**src/source/dbg_pkg.sv**
```systemverilog
package dbg_pkg;

    // --------------------------------------------------
    // widths
    // --------------------------------------------------
    // one machine word of the 64-bit hart
    typedef logic [63:0] xlen_t;
    // byte address on the debug bus
    typedef logic [14:0] dbg_addr_t;
    // architectural register index
    typedef logic [4:0]  gpr_addr_t;
    // csr number as seen by the csr file
    typedef logic [11:0] csr_addr_t;

    // --------------------------------------------------
    // debug register map
    // --------------------------------------------------
    // always accessible, even with the hart running
    localparam dbg_addr_t DBG_CTRL  = 15'h0000;
    localparam dbg_addr_t DBG_HIT   = 15'h0008;
    localparam dbg_addr_t DBG_IE    = 15'h0010;
    localparam dbg_addr_t DBG_CAUSE = 15'h0018;
    // pc window, kept readable at all times here
    localparam dbg_addr_t DBG_NPC   = 15'h2000;
    localparam dbg_addr_t DBG_PPC   = 15'h2008;

    // --------------------------------------------------
    // register file regions
    // --------------------------------------------------
    // 32 words at stride 8, index in bits 7:3
    localparam dbg_addr_t GPR_BASE  = 15'h0400;
    // 0x4000 up to 0x7fff, csr number in bits 13:2
    localparam dbg_addr_t CSR_BASE  = 15'h4000;

    // --------------------------------------------------
    // control register fields
    // --------------------------------------------------
    // written as halt request, read back as halted flag
    localparam int unsigned CTRL_HALT_BIT = 16;
    // single step enable
    localparam int unsigned CTRL_SS_BIT   = 0;

    // --------------------------------------------------
    // machine csr numbers
    // --------------------------------------------------
    localparam csr_addr_t CSR_MSTATUS  = 12'h300;
    localparam csr_addr_t CSR_MSCRATCH = 12'h340;
    localparam csr_addr_t CSR_MEPC     = 12'h341;
    localparam csr_addr_t CSR_MCAUSE   = 12'h342;

    // --------------------------------------------------
    // debug fsm
    // --------------------------------------------------
    typedef enum logic [1:0] {
        DBG_RUNNING,
        DBG_HALT_REQ,
        DBG_SINGLE_STEP,
        DBG_HALTED
    } dbg_state_e;

endpackage

```
**src/source/dbg_bus_port.sv**
```systemverilog
module dbg_bus_port import dbg_pkg::*; (
    input  logic      clk_i,
    input  logic      rst_ni,
    // external debug bus
    input  logic      debug_req_i,
    input  logic      debug_we_i,
    input  dbg_addr_t debug_addr_i,
    input  xlen_t     debug_wdata_i,
    output logic      debug_gnt_o,
    output logic      debug_rvalid_o,
    output xlen_t     debug_rdata_o,
    // debug register side
    input  logic      halted_i,
    input  xlen_t     dreg_rdata_i,
    output logic      dreg_we_o,
    output dbg_addr_t dreg_addr_o,
    output xlen_t     dreg_wdata_o,
    // gpr port
    input  xlen_t     gpr_rdata_i,
    output logic      gpr_req_o,
    output logic      gpr_we_o,
    output gpr_addr_t gpr_addr_o,
    output xlen_t     gpr_wdata_o,
    // csr port
    input  xlen_t     csr_rdata_i,
    output logic      csr_req_o,
    output logic      csr_we_o,
    output csr_addr_t csr_addr_o,
    output xlen_t     csr_wdata_o
);

    logic  is_dreg;
    logic  is_gpr;
    logic  is_csr;
    logic  rd_req;
    xlen_t rdata_d;
    xlen_t rdata_q;
    logic  rvalid_q;

    // --------------------------------------------------
    // region decode
    // --------------------------------------------------
    // 0x0000-0x007f and the pc window at 0x2000-0x20ff
    assign is_dreg = (debug_addr_i[14:7] == '0) ||
                     (debug_addr_i[14:8] == DBG_NPC[14:8]);
    // 0x0400-0x04ff, fpr space above it stays unmapped
    assign is_gpr  = (debug_addr_i[14:8] == GPR_BASE[14:8]);
    // upper half of the map
    assign is_csr  = (debug_addr_i[14] == CSR_BASE[14]);

    // no back-pressure, every request granted at once
    assign debug_gnt_o = debug_req_i;
    assign rd_req      = debug_req_i & ~debug_we_i;

    // debug registers take the raw bus fields
    assign dreg_we_o    = debug_req_i & debug_we_i & is_dreg;
    assign dreg_addr_o  = debug_addr_i;
    assign dreg_wdata_o = debug_wdata_i;

    // register files only reachable while halted
    assign gpr_req_o   = debug_req_i & is_gpr & halted_i;
    assign gpr_we_o    = gpr_req_o & debug_we_i;
    assign gpr_addr_o  = debug_addr_i[7:3];
    assign gpr_wdata_o = debug_wdata_i;

    assign csr_req_o   = debug_req_i & is_csr & halted_i;
    assign csr_we_o    = csr_req_o & debug_we_i;
    assign csr_addr_o  = debug_addr_i[13:2];
    assign csr_wdata_o = debug_wdata_i;

    // --------------------------------------------------
    // read data select
    // --------------------------------------------------
    always_comb begin
        // unmapped space and gated files read zero
        rdata_d = '0;
        if (is_dreg) begin
            rdata_d = dreg_rdata_i;
        end else if (gpr_req_o) begin
            rdata_d = gpr_rdata_i;
        end else if (csr_req_o) begin
            rdata_d = csr_rdata_i;
        end
    end

    // response one cycle behind the request
    always_ff @(posedge clk_i or negedge rst_ni) begin
        if (!rst_ni) begin
            rdata_q  <= '0;
            rvalid_q <= 1'b0;
        end else begin
            rvalid_q <= rd_req;
            // hold last data between reads
            if (rd_req) begin
                rdata_q <= rdata_d;
            end
        end
    end

    assign debug_rvalid_o = rvalid_q;
    assign debug_rdata_o  = rdata_q;

endmodule

```
**src/source/debug_unit.sv**
```systemverilog
module debug_unit import dbg_pkg::*; (
    input  logic      clk_i,
    input  logic      rst_ni,
    // register access from the bus port
    input  logic      dreg_we_i,
    input  dbg_addr_t dreg_addr_i,
    input  xlen_t     dreg_wdata_i,
    output xlen_t     dreg_rdata_o,
    // commit and exception stream
    input  logic      commit_valid_i,
    input  logic      commit_ack_i,
    input  xlen_t     commit_pc_i,
    input  logic      ex_valid_i,
    input  xlen_t     ex_cause_i,
    // side band
    input  logic      debug_halt_i,
    input  logic      debug_resume_i,
    output logic      halt_o,
    output logic      halted_o
);

    dbg_state_e state_d, state_q;

    // single step enable and sticky step hit
    logic  ss_d, ss_q;
    logic  hit_d, hit_q;
    // exception enables and recorded cause
    xlen_t ie_d, ie_q;
    xlen_t cause_d, cause_q;
    // pc of the last retired instruction
    xlen_t ppc_q;

    logic  halt_req;
    logic  resume_req;
    logic  ex_hit;
    logic  stepped;

    assign halted_o = (state_q == DBG_HALTED);

    // only enabled causes pull the hart into debug
    assign ex_hit = ex_valid_i & (|(ex_cause_i & ie_q));

    // --------------------------------------------------
    // register writes and requests
    // --------------------------------------------------
    always_comb begin
        ss_d       = ss_q;
        hit_d      = hit_q;
        ie_d       = ie_q;
        cause_d    = cause_q;
        halt_req   = 1'b0;
        resume_req = 1'b0;

        // a finished step sets the sticky bit
        if (stepped) begin
            hit_d = 1'b1;
        end

        // a bus write of the same cycle wins over the step
        if (dreg_we_i) begin
            case (dreg_addr_i)
                DBG_CTRL: begin
                    halt_req   = dreg_wdata_i[CTRL_HALT_BIT];
                    resume_req = ~dreg_wdata_i[CTRL_HALT_BIT];
                    ss_d       = dreg_wdata_i[CTRL_SS_BIT];
                end
                DBG_HIT:   hit_d   = dreg_wdata_i[0];
                DBG_IE:    ie_d    = dreg_wdata_i;
                DBG_CAUSE: cause_d = dreg_wdata_i;
                default:   ;
            endcase
        end

        // enabled exception records its cause and halts
        if (ex_hit) begin
            halt_req = 1'b1;
            cause_d  = ex_cause_i;
        end
    end

    // --------------------------------------------------
    // read mux
    // --------------------------------------------------
    always_comb begin
        dreg_rdata_o = '0;
        case (dreg_addr_i)
            DBG_CTRL: begin
                dreg_rdata_o[CTRL_HALT_BIT] = halted_o;
                dreg_rdata_o[CTRL_SS_BIT]   = ss_q;
            end
            DBG_HIT:   dreg_rdata_o[0] = hit_q;
            DBG_IE:    dreg_rdata_o    = ie_q;
            DBG_CAUSE: dreg_rdata_o    = cause_q;
            // next pc is whatever sits in commit now
            DBG_NPC:   dreg_rdata_o    = commit_pc_i;
            DBG_PPC:   dreg_rdata_o    = ppc_q;
            default:   dreg_rdata_o    = '0;
        endcase
    end

    // --------------------------------------------------
    // halt / step fsm
    // --------------------------------------------------
    always_comb begin
        state_d = state_q;
        halt_o  = 1'b0;
        stepped = 1'b0;
        case (state_q)
            DBG_RUNNING: begin
                if (halt_req || debug_halt_i) begin
                    state_d = DBG_HALT_REQ;
                end
            end
            // wait for a valid instruction so npc and ppc are meaningful
            DBG_HALT_REQ: begin
                if (commit_valid_i) begin
                    state_d = DBG_HALTED;
                    halt_o  = 1'b1;
                end
            end
            // let exactly one instruction retire
            DBG_SINGLE_STEP: begin
                if (commit_ack_i) begin
                    state_d = DBG_HALT_REQ;
                    stepped = 1'b1;
                end
            end
            DBG_HALTED: begin
                halt_o = 1'b1;
                if (resume_req || debug_resume_i) begin
                    state_d = DBG_RUNNING;
                end
                // stepping wins over a plain resume
                if (ss_q && !hit_q) begin
                    state_d = DBG_SINGLE_STEP;
                end
            end
            default: state_d = DBG_RUNNING;
        endcase
    end

    always_ff @(posedge clk_i or negedge rst_ni) begin
        if (!rst_ni) begin
            state_q <= DBG_RUNNING;
            ss_q    <= 1'b0;
            hit_q   <= 1'b0;
            ie_q    <= '0;
            cause_q <= '0;
            ppc_q   <= '0;
        end else begin
            state_q <= state_d;
            ss_q    <= ss_d;
            hit_q   <= hit_d;
            ie_q    <= ie_d;
            cause_q <= cause_d;
            // track every retired pc
            if (commit_ack_i) begin
                ppc_q <= commit_pc_i;
            end
        end
    end

endmodule

```
**src/source/gpr_file.sv**
```systemverilog
module gpr_file import dbg_pkg::*; (
    input  logic      clk_i,
    input  logic      rst_ni,
    input  logic      req_i,
    input  logic      we_i,
    input  gpr_addr_t addr_i,
    input  xlen_t     wdata_i,
    output xlen_t     rdata_o
);

    // x0 has no storage
    xlen_t regs_q [1:31];
    logic  wr_en;

    // writes to x0 fall through
    assign wr_en = req_i & we_i & (addr_i != '0);

    // --------------------------------------------------
    // storage
    // --------------------------------------------------
    always_ff @(posedge clk_i or negedge rst_ni) begin
        if (!rst_ni) begin
            for (int i = 1; i < 32; i++) begin
                regs_q[i] <= '0;
            end
        end else if (wr_en) begin
            regs_q[addr_i] <= wdata_i;
        end
    end

    // --------------------------------------------------
    // read port
    // --------------------------------------------------
    // combinational, x0 hardwired zero
    always_comb begin
        if (addr_i == '0) begin
            rdata_o = '0;
        end else begin
            rdata_o = regs_q[addr_i];
        end
    end

endmodule

```
**src/source/csr_file.sv**
```systemverilog
module csr_file import dbg_pkg::*; (
    input  logic      clk_i,
    input  logic      rst_ni,
    input  logic      req_i,
    input  logic      we_i,
    input  csr_addr_t addr_i,
    input  xlen_t     wdata_i,
    output xlen_t     rdata_o
);

    // mcause keeps interrupt flag and a 4 bit code
    localparam xlen_t MCAUSE_MASK = {1'b1, 59'b0, 4'hf};

    xlen_t mstatus_q;
    xlen_t mepc_q;
    xlen_t mcause_q;
    xlen_t mscratch_q;
    logic  wr_en;

    assign wr_en = req_i & we_i;

    // --------------------------------------------------
    // write side
    // --------------------------------------------------
    always_ff @(posedge clk_i or negedge rst_ni) begin
        if (!rst_ni) begin
            mstatus_q  <= '0;
            mepc_q     <= '0;
            mcause_q   <= '0;
            mscratch_q <= '0;
        end else if (wr_en) begin
            // unknown numbers just drop the write
            case (addr_i)
                CSR_MSTATUS:  mstatus_q  <= wdata_i;
                CSR_MEPC:     mepc_q     <= wdata_i;
                CSR_MCAUSE:   mcause_q   <= wdata_i & MCAUSE_MASK;
                CSR_MSCRATCH: mscratch_q <= wdata_i;
                default:      ;
            endcase
        end
    end

    // --------------------------------------------------
    // read side
    // --------------------------------------------------
    always_comb begin
        case (addr_i)
            CSR_MSTATUS:  rdata_o = mstatus_q;
            CSR_MEPC:     rdata_o = mepc_q;
            CSR_MCAUSE:   rdata_o = mcause_q;
            CSR_MSCRATCH: rdata_o = mscratch_q;
            // unimplemented reads zero
            default:      rdata_o = '0;
        endcase
    end

endmodule

```
**src/source/dbg_subsystem_top.sv**
```systemverilog
module dbg_subsystem_top import dbg_pkg::*; (
    input  logic      clk_i,
    input  logic      rst_ni,
    // debug bus
    input  logic      debug_req_i,
    input  logic      debug_we_i,
    input  dbg_addr_t debug_addr_i,
    input  xlen_t     debug_wdata_i,
    output logic      debug_gnt_o,
    output logic      debug_rvalid_o,
    output xlen_t     debug_rdata_o,
    // side band
    input  logic      debug_halt_i,
    input  logic      debug_resume_i,
    output logic      debug_halted_o,
    // commit stream
    input  logic      commit_valid_i,
    input  logic      commit_ack_i,
    input  xlen_t     commit_pc_i,
    input  logic      ex_valid_i,
    input  xlen_t     ex_cause_i,
    output logic      halt_o
);

    // --------------------------------------------------
    // internal wires
    // --------------------------------------------------
    logic      halted;
    logic      dreg_we;
    dbg_addr_t dreg_addr;
    xlen_t     dreg_wdata;
    xlen_t     dreg_rdata;

    logic      gpr_req;
    logic      gpr_we;
    gpr_addr_t gpr_addr;
    xlen_t     gpr_wdata;
    xlen_t     gpr_rdata;

    logic      csr_req;
    logic      csr_we;
    csr_addr_t csr_addr;
    xlen_t     csr_wdata;
    xlen_t     csr_rdata;

    assign debug_halted_o = halted;

    // bus front end
    dbg_bus_port i_bus_port (
        .clk_i, .rst_ni,
        .debug_req_i, .debug_we_i, .debug_addr_i, .debug_wdata_i,
        .debug_gnt_o, .debug_rvalid_o, .debug_rdata_o,
        .halted_i     ( halted     ),
        .dreg_rdata_i ( dreg_rdata ),
        .dreg_we_o    ( dreg_we    ),
        .dreg_addr_o  ( dreg_addr  ),
        .dreg_wdata_o ( dreg_wdata ),
        .gpr_rdata_i  ( gpr_rdata  ),
        .gpr_req_o    ( gpr_req    ),
        .gpr_we_o     ( gpr_we     ),
        .gpr_addr_o   ( gpr_addr   ),
        .gpr_wdata_o  ( gpr_wdata  ),
        .csr_rdata_i  ( csr_rdata  ),
        .csr_req_o    ( csr_req    ),
        .csr_we_o     ( csr_we     ),
        .csr_addr_o   ( csr_addr   ),
        .csr_wdata_o  ( csr_wdata  )
    );

    // debug registers and halt control
    debug_unit i_debug_unit (
        .clk_i, .rst_ni,
        .dreg_we_i    ( dreg_we    ),
        .dreg_addr_i  ( dreg_addr  ),
        .dreg_wdata_i ( dreg_wdata ),
        .dreg_rdata_o ( dreg_rdata ),
        .commit_valid_i, .commit_ack_i, .commit_pc_i,
        .ex_valid_i, .ex_cause_i,
        .debug_halt_i, .debug_resume_i,
        .halt_o,
        .halted_o     ( halted     )
    );

    // architectural state
    gpr_file i_gpr_file (
        .clk_i, .rst_ni,
        .req_i   ( gpr_req   ),
        .we_i    ( gpr_we    ),
        .addr_i  ( gpr_addr  ),
        .wdata_i ( gpr_wdata ),
        .rdata_o ( gpr_rdata )
    );

    csr_file i_csr_file (
        .clk_i, .rst_ni,
        .req_i   ( csr_req   ),
        .we_i    ( csr_we    ),
        .addr_i  ( csr_addr  ),
        .wdata_i ( csr_wdata ),
        .rdata_o ( csr_rdata )
    );

endmodule

```
**config.mk**
```make
export PLATFORM = sky130hd
export DESIGN_NAME = dbg_subsystem_top
export DESIGN_NICKNAME = d
export VERILOG_FILES = /design/src/source/dbg_pkg.sv /design/src/source/dbg_bus_port.sv /design/src/source/debug_unit.sv /design/src/source/gpr_file.sv /design/src/source/csr_file.sv /design/src/source/dbg_subsystem_top.sv
export SDC_FILE = /design/constraint.sdc
export NUM_CORES = 2
export LEC_CHECK = 0
export ABC_CLOCK_PERIOD_IN_PS = 3100
export BUFFER_PORTS_ARGS = -buffer_cell sky130_fd_sc_hd__clkbuf_2
export CAP_MARGIN = 10
export CORE_MARGIN = 8
export CORE_UTILIZATION = 32
export CTS_CLUSTER_SIZE = 10
export DETAILED_ROUTE_END_ITERATION = 10
export GPL_ROUTABILITY_DRIVEN = 0
export PLACE_DENSITY = 0.49
export SETUP_SLACK_MARGIN = 0.2
export SLEW_MARGIN = 20
export SYNTH_ARGS = -nofsm -noshare
export SYNTH_HDL_FRONTEND = slang
export SYNTH_SLANG_ARGS = --single-unit
```
**constraint.sdc**
```tcl
create_clock -name clk_i -period 3.1 [get_ports clk_i]
set_input_delay 0.465 -clock clk_i [delete_from_list [all_inputs] [get_ports clk_i]]
set_output_delay 0.465 -clock clk_i [all_outputs]
set_load 0.005 [all_outputs]
```
==> summary.md <==
| Metric | Value |
|---|---|
| Die area | approximately 370000 um^2 |
| Syn nets | a little over 8k |
| Reg2reg start | i_debug_unit.ie_q[27]$_DFFE_PN0P_ |
| WP data arrival | ~3.9 ns |
| Depth of the CTS H-tree | 5 |
| Aggregate global-route resource usage | between 20% and 30% |
| Post-synth top flop | dfrtp_1 |
| Vias per cell | 5.46 |
| P_leak | between 60 and 70 nW |
| Pre-CTS setup slack | -0.672 ns |
| RSZ-0062 raised after global routing | true |
| CTS Buf Count | approximately 300 |
| Switching share of power | between 20% and 30% |
| Share of cells above drive strength 1 | between 40% and 50% |
| Final antenna-violating net count | 0 |
| Tcrit/Tclk final | 100% |
| Comb pwr share | between 6 and 7% |
| Rows | roughly 220 |
| Setup TNS | -0.0211 ns |
| Crit path required time | roughly 3.9 ns |
| Commonest non-fill, non-tap cells in the layout | dfrtp_1 (2442), mux2_2 (2290), mux2i_1 (1078), o22ai_1 (390), buf_4 (376) |
| Commonest non-fill, non-tap cell in the layout | dfrtp_1 |
| Switching power | 16.6 mW |
| Total number of vias | between 70k and 80k |
| CTS tree | done |
| Setup ws final | -0.0101 ns |
| Number of global-route vias before repair | roughly 78k |
| Syn Area/Cell | 13.7 um^2 |
| Post-synth EDFFs | 0 |
| DP HPWL | approximately 270000 um |
| CTS clock-pin slew for the worst setup and hold paths | ~0.05 ns |
| Power per cell area | between 500 and 600 nW/um^2 |
| Final hold violations | 0 |
| Outcome | complete, but fails checks |
| Final net count | just under 9k |
| Crit Path Category | reg2reg |
| First-pass GRT wire length | about 600000 um |
| Failing checks | negative setup slack |
| Clock Sinks | between 2k and 2.5k |
| Max Clock Freq | roughly 320 MHz |
| Worst setup SP type | flip-flop |
| Total Power | a little under 70 mW |
| Core Box Area | 346000 um^2 |
| TritonRoute pass-1 iters | 5 |
| Reg power frac | around 48% |
| Top routing layer in use | met5 |
| Initial drt markers | a little over 5k |
| # Max-Cap Violations | 0 |
| Worst Hold Class | in2reg |
| Worst-path fanout max | 8 |
| Initial antenna violation count | a little over 40 |
| Grt ovf | 0 |
| CTS root buf | clkbuf_16 |
| CP startpoint | i_debug_unit.ie_q[27]$_DFFE_PN0P_ |
| VDD IR max | between 0.4 and 0.5 mV |
| Met2 Wirelength | between 200000 and 250000 um |
| Clk_lat worst skew | 0.90 ns |
| #FFs+latches synth | around 2.4k |
| Seq/Total Area, Yosys | a little over half |
| Setup crit end kind | flip-flop |
| Post-route DRC | 0 |
| Clock Skew | around 0.038 ns |
| Met1 WL | 182000 um |
| Area of the mapped netlist | 111000 um^2 |
| Minimum clock period | slightly above 3 ns |
| Yosys cell types | between 50 and 60 |
| Worst Tran Pin Value | a little over 1 ns |
| Final setup vio count | 3 |
| FFs w/ async S/R, synth | 100% |
| Clock Power Share | around 46% |
| Synth Instances | ~8.1k |
| Met3 routed WL | between 15000 and 20000 um |
| Int Pwr | between 50 and 60 mW |
| Max Slew Vio Count | 0 |
| Area grow syn2layout | 20.0% |
| Total of warnings raised by yosys | 0 |
| Routed len/inst | between 30 and 40 um |
| Hold_sp | ex_cause_i[43] |
| Starting Density | between 30% and 40% |
| Final wirelength | 421000 um |
| Die Span X | 606 um |
| Maximum number of pins on one net before global-route repair | between 80 and 90 |
| Clk buf depth | 4 |
| Top-Level Pins | roughly 280 |
| Rel. slew slack | between 30% and 40% |
| Die Y | between 600 and 700 um |
| Port buffer count | 283 |
==> logic make-up after synthesis <==
logic type,count (synthesis),share of synthesized area (%)
AO/OA/AOI/OAI,1001,5.85
flip-flops,2442,54.9
buffers and inverters,755,2.86
AND/OR/NAND/NOR,383,1.77
multiplexers,3522,34.6
==> per-stage QoR <==
| step | hold slack, ns | util [%] | std cells | instance area (um^2) |
|---|---|---|---|---|
| 3_3_place_gp | 0.472 | 35.7 | 12800 | 124000 |
| 6_report | 0.0539 | 38.6 | 13400 | 134000 |
| 2_1_floorplan | 0.169 | - | 8103 | 111000 |
| 5_1_grt | 0.0123 | 38.6 | 13400 | 134000 |
| 4_1_cts | 0.00534 | 38.6 | 13400 | 134000 |
| 3_5_place_dp | 0.480 | 35.7 | 12800 | 124000 |
==> path summary, 6_finish.rpt <==
check / to / slack, ns / cells past startpoint
max: i_debug_unit.cause_q[28]$_DFFE_PN0P_ / -0.01 / 10
min: i_debug_unit.cause_q[43]$_DFFE_PN0P_ / 0.05 / 2
max reg2reg: i_debug_unit.cause_q[28]$_DFFE_PN0P_ / -0.01 / 10
min reg2reg: i_gpr_file.regs_q[749]$_DFFE_PN0P_ / 0.49 / 1
max in group asynchronous: i_gpr_file.regs_q[688]$_DFFE_PN0P_ / 1.54 / 4
min in group asynchronous: i_gpr_file.regs_q[1273]$_DFFE_PN0P_ / 0.20 / 2
==> layout make-up <==
cell class | instances | area, um^2
timing repair buffer | 1028 | 10600
sequential | 2442 | 61100
antenna | 20 | 50.0
inverter | 8 | 30.0
clock inverter | 31 | 437
multi-input combinational | 4906 | 47700
fill | 32400 | 213000
clock buffer | 385 | 8000
tap | 4578 | 5730
==> registers in the layout (all words and copies together), names as in the netlist <==
name                       count
i_csr_file.mscratch_q         64
i_debug_unit.ie_q             64
i_bus_port.debug_rvalid_o      1
i_debug_unit.ss_q              1
i_csr_file.mcause_q            5
i_csr_file.mstatus_q          64
i_debug_unit.state_q           2
i_gpr_file.regs_q           1984
i_debug_unit.hit_q             1
i_bus_port.debug_rdata_o      64
i_debug_unit.ppc_q            64
i_debug_unit.cause_q          64
i_csr_file.mepc_q             64
==> power by group through the flow <==
stage	logic [mW]	registers (mW)	clock network, mW
final	4.17	32.3	31.6
after global routing	4.44	32.4	33.7
after CTS	4.23	32.3	32.4
after detailed placement	4.07	32.9	0
after global placement	4.01	32.9	0
after floorplan	1.51	32.9	0
==> timing repair <==
| action | 4_1_cts | 5_1_grt |
|---|---|---|
| endpoints found under the setup margin | 243 | 138 |
| pin swaps | 7 | 2 |
| gates resized for setup | 61 | 11 |
| cloned | 3 | 0 |
| endpoints found under the hold margin | 217 | 0 |
| hold buffers | 115 | 0 |
| setup buffers | 5 | 2 |
==> cell usage after synthesis (4+ instances only) <==
cell type     n  share of area (%)
a211oi_1     57               0.38
o31ai_1      54               0.36
o21a_1        5              0.034
nor4_1       11              0.062
mux2_4       60               0.81
nand4_1       8              0.045
nand2_1      95               0.32
a22oi_1      76               0.51
nand3_1      15              0.067
a22o_1       17               0.13
buf_1        63               0.21
or4_1        55               0.37
mux2i_1    1078                9.7
a211o_1       9              0.071
mux4_2        4              0.081
o221ai_1     55               0.43
nor2_2        5              0.028
o32a_1       13               0.12
a31oi_1      64               0.36
o21ai_0     118               0.53
nor3_1       21              0.094
nand4bb_1     5              0.051
a221oi_1     10              0.079
buf_4         6              0.040
nand2_2       5              0.028
inv_1         7              0.024
mux2_1       53               0.54
buf_2       171               0.77
o22ai_1     390                2.2
mux2_2     2327                 24
nor3_2        5              0.045
o211ai_1      5              0.034
dfrtp_1    2442                 55
and3_1        6              0.034
buf_6        16               0.16
a21oi_1     122               0.55
nor2_1      123               0.41
nand4b_1      5              0.039
clkbuf_1    491                1.7
==> worst max-delay path, cell delays in order, from the launching register on <==
cell and delay [ns]:
dfrtp_1 0.39, a22o_4 0.32, buf_12 0.16, a221oi_2 0.18
nand3_1 0.17, or4_4 0.56, o41ai_4 0.25, buf_4 0.19
buf_12 0.18, buf_16 0.19, mux2_2 0.35
==> metal layers <==
layer | track usage (%) | up-vias
met1 | 29.4 | 39700
met4 | 8.88 | 10
met2 | 37.9 | 1793
li1 | - | 31100
met5 | 0 | -
met3 | 2.83 | 638
(Power assumes the default switching activity.)
